### config.mk
export PLATFORM = sky130hd
export DESIGN_NAME = frame_parser_top
export DESIGN_NICKNAME = d
export VERILOG_FILES = /design/src/hdl/uart_frame_pkg.sv /design/src/hdl/frame_parser_pkg.sv /design/src/hdl/crc8_engine.sv /design/src/hdl/idle_timeout_counter.sv /design/src/hdl/frame_parser_fsm.sv /design/src/hdl/frame_parser_top.sv
export VERILOG_INCLUDE_DIRS = /design/src /design/src/include
export SDC_FILE = /design/constraint.sdc
export NUM_CORES = 1
export LEC_CHECK = 0
export BUFFER_PORTS_ARGS = -buffer_cell sky130_fd_sc_hd__clkbuf_2
export CORE_ASPECT_RATIO = 2
export CORE_UTILIZATION = 45
export CTS_BUF_LIST = sky130_fd_sc_hd__clkbuf_8
export DETAILED_ROUTE_END_ITERATION = 12
export GPL_TIMING_DRIVEN = 0
export MAX_ROUTING_LAYER = met4
export PLACE_DENSITY = 0.7
export REMOVE_ABC_BUFFERS = 1
export SLEW_MARGIN = 20
export SYNTH_ARGS = -nofsm -noshare
export SYNTH_HDL_FRONTEND = slang
export SYNTH_HIERARCHICAL = 1
export SYNTH_SLANG_ARGS = --single-unit
export TNS_END_PERCENT = 20
### constraint.sdc
create_clock -name clk -period 2.8 [get_ports clk]
set_input_delay 0.28 -clock clk [delete_from_list [all_inputs] [get_ports clk]]
set_output_delay 0.28 -clock clk [all_outputs]
set_load 0.02 [all_outputs]
### src/include/frame_parser_settings.svh
`ifndef FRAME_PARSER_SETTINGS_SVH
`define FRAME_PARSER_SETTINGS_SVH

// Host-to-device start of frame
`define FP_SOF_BYTE 8'hA5

// Largest write payload in bytes, 16 beats of 32 bits
`define FP_MAX_PAYLOAD 64

// Default link rates
`define FP_CLK_FREQ_HZ 125_000_000
`define FP_BAUD_RATE 115200

// Idle limit inside a frame, in UART byte times
`define FP_TIMEOUT_BYTE_TIMES 10

// One byte time is ten bit times (start, 8 data, stop)
`define FP_TIMEOUT_CLOCKS \
    ((`FP_CLK_FREQ_HZ / (`FP_BAUD_RATE / 10)) * `FP_TIMEOUT_BYTE_TIMES)

`endif

### src/hdl/uart_frame_pkg.sv
package uart_frame_pkg;

    // Transfer size of one beat
    typedef enum logic [1:0] {
        SIZE_BYTE = 2'd0,
        SIZE_HALF = 2'd1,
        SIZE_WORD = 2'd2,
        SIZE_RSVD = 2'd3    // Reserved, rejected as invalid command
    } size_code_t;

    // Command byte, bit 7 down to bit 0
    typedef struct packed {
        logic       rw;     // 1 = read
        logic       inc;    // Address increment between beats
        size_code_t size;
        logic [3:0] len;    // Beats minus one
    } cmd_fields_t;

    // Fields ahead of the payload
    typedef struct packed {
        cmd_fields_t cmd;
        logic [31:0] addr;
    } frame_hdr_t;

    // Result code of a parsed frame
    typedef enum logic [7:0] {
        STATUS_OK      = 8'h00,
        STATUS_CRC_ERR = 8'h01,
        STATUS_CMD_INV = 8'h02,
        STATUS_TIMEOUT = 8'h04
    } frame_status_t;

    // CRC-8 generator, x^8 + x^2 + x + 1
    localparam logic [7:0] CRC8_POLY = 8'h07;

endpackage

### src/hdl/frame_parser_pkg.sv
`include "frame_parser_settings.svh"

package frame_parser_pkg;

    // Width of a payload byte index
    localparam int PAYLOAD_IDX_W = $clog2(`FP_MAX_PAYLOAD);

    typedef enum logic [3:0] {
        ST_IDLE,        // Hunting for start byte
        ST_CMD,
        ST_ADDR0,
        ST_ADDR1,
        ST_ADDR2,
        ST_ADDR3,
        ST_DATA,        // Write payload
        ST_CRC,
        ST_VALIDATE,    // Result held for the consumer
        ST_ERROR        // Frame aborted on idle timeout
    } parser_state_t;

    // One payload byte as it leaves the parser
    typedef struct packed {
        logic [7:0]               data;
        logic [PAYLOAD_IDX_W-1:0] index;
    } payload_beat_t;

endpackage

### src/hdl/crc8_engine.sv
module crc8_engine (
    input  logic       clk,
    input  logic       rst,
    input  logic       crc_clear,
    input  logic       crc_enable,
    input  logic [7:0] data,
    output logic [7:0] crc_value
);
    import uart_frame_pkg::*;

    logic [7:0] crc_next;

    // Whole byte folded in per cycle, MSB first
    always_comb begin
        crc_next = crc_value ^ data;
        for (int i = 0; i < 8; i++) begin
            if (crc_next[7]) begin
                crc_next = {crc_next[6:0], 1'b0} ^ CRC8_POLY;
            end else begin
                crc_next = {crc_next[6:0], 1'b0};
            end
        end
    end

    always_ff @(posedge clk) begin
        if (rst || crc_clear) begin
            crc_value <= 8'h00;     // Initial value zero
        end else if (crc_enable) begin
            crc_value <= crc_next;
        end
    end

endmodule

### src/hdl/idle_timeout_counter.sv
`include "frame_parser_settings.svh"

module idle_timeout_counter #(
    parameter int timeout_clocks = `FP_TIMEOUT_CLOCKS
) (
    input  logic clk,
    input  logic rst,
    input  logic mid_frame,
    input  logic byte_taken,
    output logic timed_out
);

    localparam int cnt_w = $clog2(timeout_clocks + 1);
    localparam logic [cnt_w-1:0] limit = cnt_w'(timeout_clocks);

    logic [cnt_w-1:0] idle_count;

    // Counts only stalls inside a frame
    always_ff @(posedge clk) begin
        if (rst) begin
            idle_count <= '0;
        end else if (!mid_frame || byte_taken) begin
            idle_count <= '0;
        end else if (idle_count != limit) begin
            idle_count <= idle_count + 1'b1;   // Saturates at the limit
        end
    end

    // High once the stall has lasted the full limit
    assign timed_out = (idle_count == limit);

endmodule

### src/hdl/frame_parser_fsm.sv
`include "frame_parser_settings.svh"

module frame_parser_fsm (
    input  logic                           clk,
    input  logic                           rst,
    input  logic [7:0]                     rx_fifo_data,
    input  logic                           rx_fifo_empty,
    output logic                           rx_fifo_rd_en,
    input  logic [7:0]                     crc_value,
    input  logic                           timed_out,
    output logic                           crc_clear,
    output logic                           crc_enable,
    output logic                           mid_frame,
    output uart_frame_pkg::frame_hdr_t     hdr,
    output frame_parser_pkg::payload_beat_t payload,
    output logic                           payload_valid,
    input  logic                           frame_consumed,
    output logic                           frame_valid,
    output logic                           frame_error,
    output uart_frame_pkg::frame_status_t  status,
    output logic                           busy
);
    import uart_frame_pkg::*;
    import frame_parser_pkg::*;

    parser_state_t state, state_next;

    logic [PAYLOAD_IDX_W-1:0] data_count;   // Index of the next payload byte
    logic [PAYLOAD_IDX_W:0]   exp_len;      // 0 to 64 bytes
    logic [PAYLOAD_IDX_W:0]   beats;
    logic                     last_beat;
    logic                     timeout_abort;

    // Expected payload from the captured command
    always_comb begin
        beats = (PAYLOAD_IDX_W + 1)'(hdr.cmd.len) + 1'b1;
        if (hdr.cmd.rw) begin
            exp_len = '0;
        end else begin
            case (hdr.cmd.size)
                SIZE_BYTE: exp_len = beats;
                SIZE_HALF: exp_len = beats << 1;
                SIZE_WORD: exp_len = beats << 2;
                default:   exp_len = '0;
            endcase
        end
    end

    assign last_beat = ({1'b0, data_count} == exp_len - 1'b1);

    assign mid_frame = (state inside {ST_CMD, ST_ADDR0, ST_ADDR1, ST_ADDR2,
                                      ST_ADDR3, ST_DATA, ST_CRC});

    // Pop whenever a byte is there, except while a result is held
    assign rx_fifo_rd_en = !rx_fifo_empty && (state == ST_IDLE || mid_frame);
    assign crc_clear = (state == ST_IDLE) && rx_fifo_rd_en && (rx_fifo_data == `FP_SOF_BYTE);
    assign crc_enable = rx_fifo_rd_en && mid_frame && (state != ST_CRC);
    assign timeout_abort = mid_frame && rx_fifo_empty && timed_out;

    always_comb begin
        state_next = state;
        case (state)
            ST_IDLE:  if (crc_clear) state_next = ST_CMD;
            ST_CMD:   if (rx_fifo_rd_en) state_next = ST_ADDR0;
            ST_ADDR0: if (rx_fifo_rd_en) state_next = ST_ADDR1;
            ST_ADDR1: if (rx_fifo_rd_en) state_next = ST_ADDR2;
            ST_ADDR2: if (rx_fifo_rd_en) state_next = ST_ADDR3;
            ST_ADDR3: begin
                if (rx_fifo_rd_en) begin
                    state_next = (exp_len == '0) ? ST_CRC : ST_DATA;
                end
            end
            ST_DATA:  if (rx_fifo_rd_en && last_beat) state_next = ST_CRC;
            ST_CRC:   if (rx_fifo_rd_en) state_next = ST_VALIDATE;
            ST_VALIDATE, ST_ERROR: begin
                if (frame_consumed) state_next = ST_IDLE;
            end
            default:  state_next = ST_IDLE;
        endcase
        if (timeout_abort) begin
            state_next = ST_ERROR;
        end
    end

    always_ff @(posedge clk) begin
        if (rst) begin
            state <= ST_IDLE;
            status <= STATUS_OK;
            payload_valid <= 1'b0;
        end else begin
            state <= state_next;
            payload_valid <= (state == ST_DATA) && rx_fifo_rd_en;
            if (crc_clear) begin
                status <= STATUS_OK;    // New frame starts clean
            end else if (timeout_abort) begin
                status <= STATUS_TIMEOUT;
            end else if (state == ST_CRC && rx_fifo_rd_en) begin
                if (hdr.cmd.size == SIZE_RSVD) begin
                    status <= STATUS_CMD_INV;
                end else if (rx_fifo_data != crc_value) begin
                    status <= STATUS_CRC_ERR;
                end else begin
                    status <= STATUS_OK;
                end
            end
        end
    end

    // Field capture and payload beat
    always_ff @(posedge clk) begin
        if (rx_fifo_rd_en) begin
            case (state)
                ST_CMD:   hdr.cmd <= cmd_fields_t'(rx_fifo_data);
                ST_ADDR0: hdr.addr[7:0] <= rx_fifo_data;
                ST_ADDR1: hdr.addr[15:8] <= rx_fifo_data;
                ST_ADDR2: hdr.addr[23:16] <= rx_fifo_data;
                ST_ADDR3: begin
                    hdr.addr[31:24] <= rx_fifo_data;
                    data_count <= '0;
                end
                ST_DATA: begin
                    payload.data <= rx_fifo_data;
                    payload.index <= data_count;
                    data_count <= data_count + 1'b1;
                end
                default: ;
            endcase
        end
    end

    assign frame_valid = (state == ST_VALIDATE) && (status == STATUS_OK);
    assign frame_error = ((state == ST_VALIDATE) && (status != STATUS_OK)) || (state == ST_ERROR);
    assign busy = (state != ST_IDLE);

endmodule

### src/hdl/frame_parser_top.sv
`include "frame_parser_settings.svh"

module frame_parser_top #(
    parameter int timeout_clocks = `FP_TIMEOUT_CLOCKS
) (
    input  logic                            clk,
    input  logic                            rst,
    input  logic [7:0]                      rx_fifo_data,
    input  logic                            rx_fifo_empty,
    output logic                            rx_fifo_rd_en,
    output uart_frame_pkg::frame_hdr_t      hdr,
    output frame_parser_pkg::payload_beat_t payload,
    output logic                            payload_valid,
    input  logic                            frame_consumed,
    output logic                            frame_valid,
    output logic                            frame_error,
    output uart_frame_pkg::frame_status_t   status,
    output logic                            busy
);

    logic [7:0] crc_value;
    logic       crc_clear;
    logic       crc_enable;
    logic       mid_frame;
    logic       timed_out;

    frame_parser_fsm u_fsm (
        .clk            (clk),
        .rst            (rst),
        .rx_fifo_data   (rx_fifo_data),
        .rx_fifo_empty  (rx_fifo_empty),
        .rx_fifo_rd_en  (rx_fifo_rd_en),
        .crc_value      (crc_value),
        .timed_out      (timed_out),
        .crc_clear      (crc_clear),
        .crc_enable     (crc_enable),
        .mid_frame      (mid_frame),
        .hdr            (hdr),
        .payload        (payload),
        .payload_valid  (payload_valid),
        .frame_consumed (frame_consumed),
        .frame_valid    (frame_valid),
        .frame_error    (frame_error),
        .status         (status),
        .busy           (busy)
    );

    // CRC sees the FIFO head directly, enable marks the popped bytes
    crc8_engine u_crc (
        .clk        (clk),
        .rst        (rst),
        .crc_clear  (crc_clear),
        .crc_enable (crc_enable),
        .data       (rx_fifo_data),
        .crc_value  (crc_value)
    );

    idle_timeout_counter #(
        .timeout_clocks (timeout_clocks)
    ) u_timeout (
        .clk        (clk),
        .rst        (rst),
        .mid_frame  (mid_frame),
        .byte_taken (rx_fifo_rd_en),    // Every pop counts as activity
        .timed_out  (timed_out)
    );

endmodule

==> results.cfg, run 1 <==
[global_routing]
grt_pass1_wl_um = 15500
grt_overflow = 0
grt_pass1_vias = 3188
antenna_found_initial = 0
grt_start_max_net_pins = 18
track_usage_pct = 20.7

[sta]
tightestPinTransition_ns = 1.03
fin_crit_ns = 2.81
tns_ns = -0.00827
final-setup-viol-count = 1
slew_headroom_pct = 30.8
hold_viol = 0
slew_viol_final = 0
fin_ws_ns = -0.00827
finClkSkew_ns = 0.00848
max_freq_mhz = 356
rsz0062_at_grt = true
period_share_pct = 100

[finish]
utilization_pct = 53.4
fillers = 868
nets = 482
layout_commonest_cell = clkbuf_2
multi_input_area_mm2 = 0.00196
drive_gt1_share_pct = 24.7
syn_to_final_growth_pct = 15.4
regArea_mm2 = 0.00246
n_antenna_cell = 0
final_cell_mix = clkbuf_2 (73), edfxtp_1 (60), nor2_1 (38)

[clock_tree]
path_clk_slew_ns = 0.09
cts_buffers = 9
cts_htree_levels = 3
clk_latency_ns = 0.36
clockRootBuffer = clkbuf_8
clkSinkCount = 93
cts_buffer_depth = 2
cts_tree = yes
cts-hold-fix-buffers = 0

[detailed_routing]
wl_per_cell_um = 16.4
ant_nets = 0
vias = 3280
via_per_inst = 5.46
first_pass_iters = 4
drc = 0
wirelength_um = 9870
drt_iter0_drc = 189

[outcome]
status = complete, but fails checks
violations = setup timing

[yosys]
synthTopCellsByArea = edfxtp_1 (40%), dfxtp_1 (15%), xnor2_1 (5.4%)
synth_edf_count = 60
synth_cell_type_count = 66
syn_area_mm2 = 0.00452
ys_async_sr_fraction_pct = 0
syn-instance-count = 390
postSynthAreaPerCell_um2 = 11.6
yosys_most_used_dff = edfxtp_1
synth_top_area_cell = edfxtp_1
ys_seq_area_share_pct = 54.5
yosysTopAreaCellShare_pct = 39.9
yosysWarnings = 6
ys_ff_latch = 93

[power]
ir_worst_vdd_uv = 426
cellLeakagePower_nw = 1.96
report.power.total_mw = 3.64
cellPowerDensity_mw_per_mm2 = 698

[job]
cap_violations = 0

[critical_path]
required_ns = 3.06
timing_worst_setup_path_type = reg2reg
startpoint = u_fsm/hdr[32]
endpoint = u_fsm/state[1]
cp_max_fo = 3
rr_endpoint = u_fsm/state[1]
reg2reg_depth = 12
rr_startpoint = u_fsm/hdr[32]
cp-start-kind = register
critPathArrivalTime_ns = 3.06
reg2reg_setup_slack_ns = -0.008
crit_path_end_kind = register

[die]
initial_utilization_pct = 46.3
pin_count = 79
die_h_um = 144
core_mm2 = 0.00976
std_cell_rows = 51
die_x_um = 72.8
die_area_mm2 = 0.0105

[placement]
numPortBuffers = 73
place.gp.congestion = 0.850
post-dp-hpwl_um = 7320
pre_cts_slack_ns = -0.314

[min_path]
hold_class = in2reg
==> flip-flops by register name, summed over array words and instances, names as in the netlist <==
signal                count
u_fsm/hdr                40
u_timeout/idle_count     17
u_fsm/payload            14
u_crc/crc_value           8
u_fsm/data_count          6
u_fsm/state               4
u_fsm/status              3
u_fsm/payload_valid       1
==> routing by layer <==
layer,vias to the layer above,GRT usage [%],part of all wire (%)
li1,1581,-,-
met1,1590,19.9,36
met2,87,38.8,58
met3,22,3.51,3.1
met4,0,9.91,2.9
met5,-,-,0
==> worst min path at each step <==
stage	slack [ns]	to	cells after the start	start
global route	0.21	u_fsm/state[3]	2	rst
global placement	0.47	u_timeout/idle_count[16]	2	u_timeout/idle_count[16]
detailed placement	0.48	u_timeout/idle_count[16]	2	u_timeout/idle_count[16]
CTS	0.17	u_fsm/state[0]	2	rst
floorplan	0.35	u_fsm/state[0]	1	rst
finish	0.21	u_fsm/state[3]	2	rst
==> cell type report <==
| class | count | share of cell area [%] |
|---|---|---|
| multi-input combinational | 274 | 37.7 |
| inverter | 12 | 0.865 |
| tap | 132 | 3.17 |
| clock buffer | 9 | 2.38 |
| timing repair buffer | 74 | 7.16 |
| sequential | 93 | 47.3 |
| clock inverter | 7 | 1.51 |
==> through the flow <==
| step | hold slack [ns] | instance area (um^2) | cells |
|---|---|---|---|
| floorplan | 0.349 | 4440 | 379 |
| global placement | 0.473 | 4970 | 584 |
| detailed placement | 0.482 | 4970 | 584 |
| CTS | 0.168 | 5190 | 601 |
| global route | 0.206 | 5210 | 601 |
| finish | 0.207 | 5210 | 601 |
==> cells by family after synthesis <==
kind of cell / Yosys count / synth area share, %
simple gates: 152 / 19.3
flops: 93 / 54.5
compound gates: 58 / 8.40
xor+xnor: 51 / 12.6
buf+inv: 27 / 2.99
fa+ha+maj: 6 / 1.66
mux: 2 / 0.471
other cells: 1 / 0.0830
==> cell usage after synthesis (3+ instances only) <==
library cell and n:
nor4b_1 4, clkbuf_1 6, nor2_1 39, o21ai_0 13, nor4_1 4, a21oi_1 19
nor3b_1 6, nand3_1 10, nand2_1 14, nand2b_1 5, xnor2_1 28, edfxtp_1 60
ha_1 6, or3_1 9, buf_4 7, xnor3_1 6, nand4_1 12, and3_1 3
a211oi_1 7, inv_1 12, dfxtp_1 33, nor3_1 17, xor2_1 13
==> worst max-delay path: stages (launching register included) <==
cell      delay, ns
edfxtp_1       0.44
ha_1           0.34
and2b_1        0.19
o21ai_2        0.17
ha_2           0.23
inv_1          0.05
a2111o_1       0.34
nor3_2         0.17
nand4_1        0.11
o211ai_1       0.13
o311a_1        0.22
nor2_1         0.07
a32o_1         0.25
==> power by group <==
| part | switching (mW) | leakage (nW) | internal (mW) | total (mW) |
|---|---|---|---|---|
| Sequential | 0.143 | 0.821 | 1.57 | 1.71 |
| Clock | 0.478 | 0.109 | 0.427 | 0.904 |
| Combinational | 0.557 | 1.03 | 0.466 | 1.02 |
==> timing repair <==
item                                    4_1_cts  5_1_grt
endpoints found under the setup margin        3        3
pin swaps                                     0        1
setup buffers                                 1        0
resized for setup                             4        0
No activity file was read; power rests on OpenSTA's default activity.
==> inputs of run 2 (changes only) <==
--- a/config.mk
+++ b/config.mk
@@ -15,6 +15,7 @@
 export MAX_ROUTING_LAYER = met4
 export PLACE_DENSITY = 0.7
 export REMOVE_ABC_BUFFERS = 1
+export SETUP_SLACK_MARGIN = 0.2
 export SLEW_MARGIN = 20
 export SYNTH_ARGS = -nofsm -noshare
 export SYNTH_HDL_FRONTEND = slang
==> run 2 against run 1 <==
Against the previous run:
- the run still ends with setup timing left
- register-to-register slack worse by 0.03 ns
- sequential power barely moved
- hold slack lost 0.0043 ns
- clock-buffer cell count is the same
==> results.cfg, run 2 (synthesized netlist as in run 1, its figures left out) <==
[clock_tree]
cts_htree_levels = 3
cts-hold-fix-buffers = 0
clkSinkCount = 93
cts_buffer_depth = 2
clockRootBuffer = clkbuf_8
cts_buffers = 9
clk_latency_ns = 0.36
path_clk_slew_ns = 0.09
cts_tree = yes

[finish]
drive_gt1_share_pct = 25.4
n_antenna_cell = 0
syn_to_final_growth_pct = 16.0
reg.largest.list = u_fsm/hdr: 40 flops, u_timeout/idle_count: 17 flops, u_fsm/payload: 14 flops
largest-register = u_fsm/hdr
nets = 485
utilization_pct = 53.6
layout_commonest_cell = clkbuf_2
final_cell_mix = clkbuf_2 (73), edfxtp_1 (60), nor2_1 (38)
finalNonFillerCells = 604
largest_reg_flops = 40
final_area_mm2 = 0.00524

[critical_path]
cp.buffers_inverters = 1
cpLargestDelayFamily = compound AO/OA/AOI/OAI gates
cp-start-kind = register
cpPeakStageDelay_ns = 0.44
timing_worst_setup_path_type = reg2reg
crit_path_cell_trace = ha_1 > and2b_1 > o21ai_2 > ha_2 > inv_1 > a2111o_1 > nor3_2 > nand4_1 > o211ai_1 > o311a_1 > nor2_1 > a32o_1
crit_path_end_kind = register
required_ns = 3.06
cp_max_fo = 3
reg2reg_setup_slack_ns = -0.04
critPathArrivalTime_ns = 3.10
cp_slowest_cell = edfxtp_1

[sta]
tns_ns = -0.0377
hold_viol = 0
period_share_pct = 101
finClkSkew_ns = 0.00817
final-setup-viol-count = 1
fin_crit_ns = 2.84
max_freq_mhz = 352
fin_ws_ns = -0.0377
tightestPinTransition_ns = 1.02
rsz0062_at_grt = true
slew_viol_final = 0
fin_hold_ws_ns = 0.203
slew_headroom_pct = 31.4

[die]
std_cell_rows = 51
initial_utilization_pct = 46.3
die_area_mm2 = 0.0105
die_x_um = 72.8
die_h_um = 144
core_mm2 = 0.00976
pin_count = 79

[placement]
numPortBuffers = 73
pre_cts_slack_ns = -0.314
place_area_mm2 = 0.00497
place.gp.congestion = 0.850
dp_cells = 584
post-dp-hpwl_um = 7320

[power]
report.power.total_mw = 3.65
ir_worst_vdd_uv = 426
cellLeakagePower_nw = 1.97
cellPowerDensity_mw_per_mm2 = 697

[outcome]
status = complete, but fails checks
violations = setup timing

[detailed_routing]
ant_nets = 0
first_pass_iters = 4
drt_iter0_drc = 207
via_per_inst = 5.45
vias = 3290
drc = 0
wirelength_um = 9960
wl_per_cell_um = 16.5

[global_routing]
grt_pass1_vias = 3187
grt_start_max_net_pins = 18
grt_pass1_wl_um = 15500
grt_overflow = 0
track_usage_pct = 20.7
antenna_found_initial = 0

[min_path]
hold_class = in2reg

[job]
cap_violations = 0
run 2: changes by cell type in the layout (fill, tap and decap cells not counted), sizes merged:
cell | previous run | this run
buf | 1 | 4
run 2: power by group:
| group | switching (mW) | leakage [nW] | internal [mW] | total [mW] |
|---|---|---|---|---|
| Combinational | 0.563 | 1.04 | 0.477 | 1.04 |
| Clock | 0.476 | 0.109 | 0.427 | 0.902 |
| Sequential | 0.143 | 0.821 | 1.57 | 1.71 |
run 2: worst register-to-register path: stages, from the launching register on:
cell      delay [ns]
edfxtp_1        0.44
ha_1            0.34
and2b_1         0.19
o21ai_2         0.14
ha_2            0.20
inv_1           0.04
a2111o_1        0.34
nor3_2          0.24
nand4_1         0.12
o211ai_1        0.15
o311a_1         0.22
nor2_1          0.07
a32o_1          0.25
run 2: final timing paths:
path	from	to	depth (start not counted)
worst max register to register	u_fsm/hdr[33]	u_fsm/state[1]	12
worst max-delay path	u_fsm/hdr[33]	u_fsm/state[1]	12
worst min-delay path	rst	u_fsm/state[3]	2
worst min register to register	u_timeout/idle_count[16]	u_timeout/idle_count[16]	2
run 2: what timing repair did:
action | CTS | global route
setup endpoints to repair | 3 | 8
pin swaps | 2 | 6
buffers inserted | 1 | 3
gates resized for setup | 4 | 1
endpoints found under the hold margin | 0 | 0
run 2: final cells by class:
cell class	instances	area, um^2
clock buffer	9	124
tap	132	165
inverter	12	45.0
multi-input combinational	274	1970
sequential	93	2460
clock inverter	7	78.8
fill	863	4530
timing repair buffer	77	395
run 2: routing by layer:
layer	GRT usage (%)	wire length (um)	vias up
met1	19.9	3630	1607
met5	-	0	-
met4	9.91	228	0
met3	3.51	318	16
li1	-	-	1584
met2	38.7	5780	83
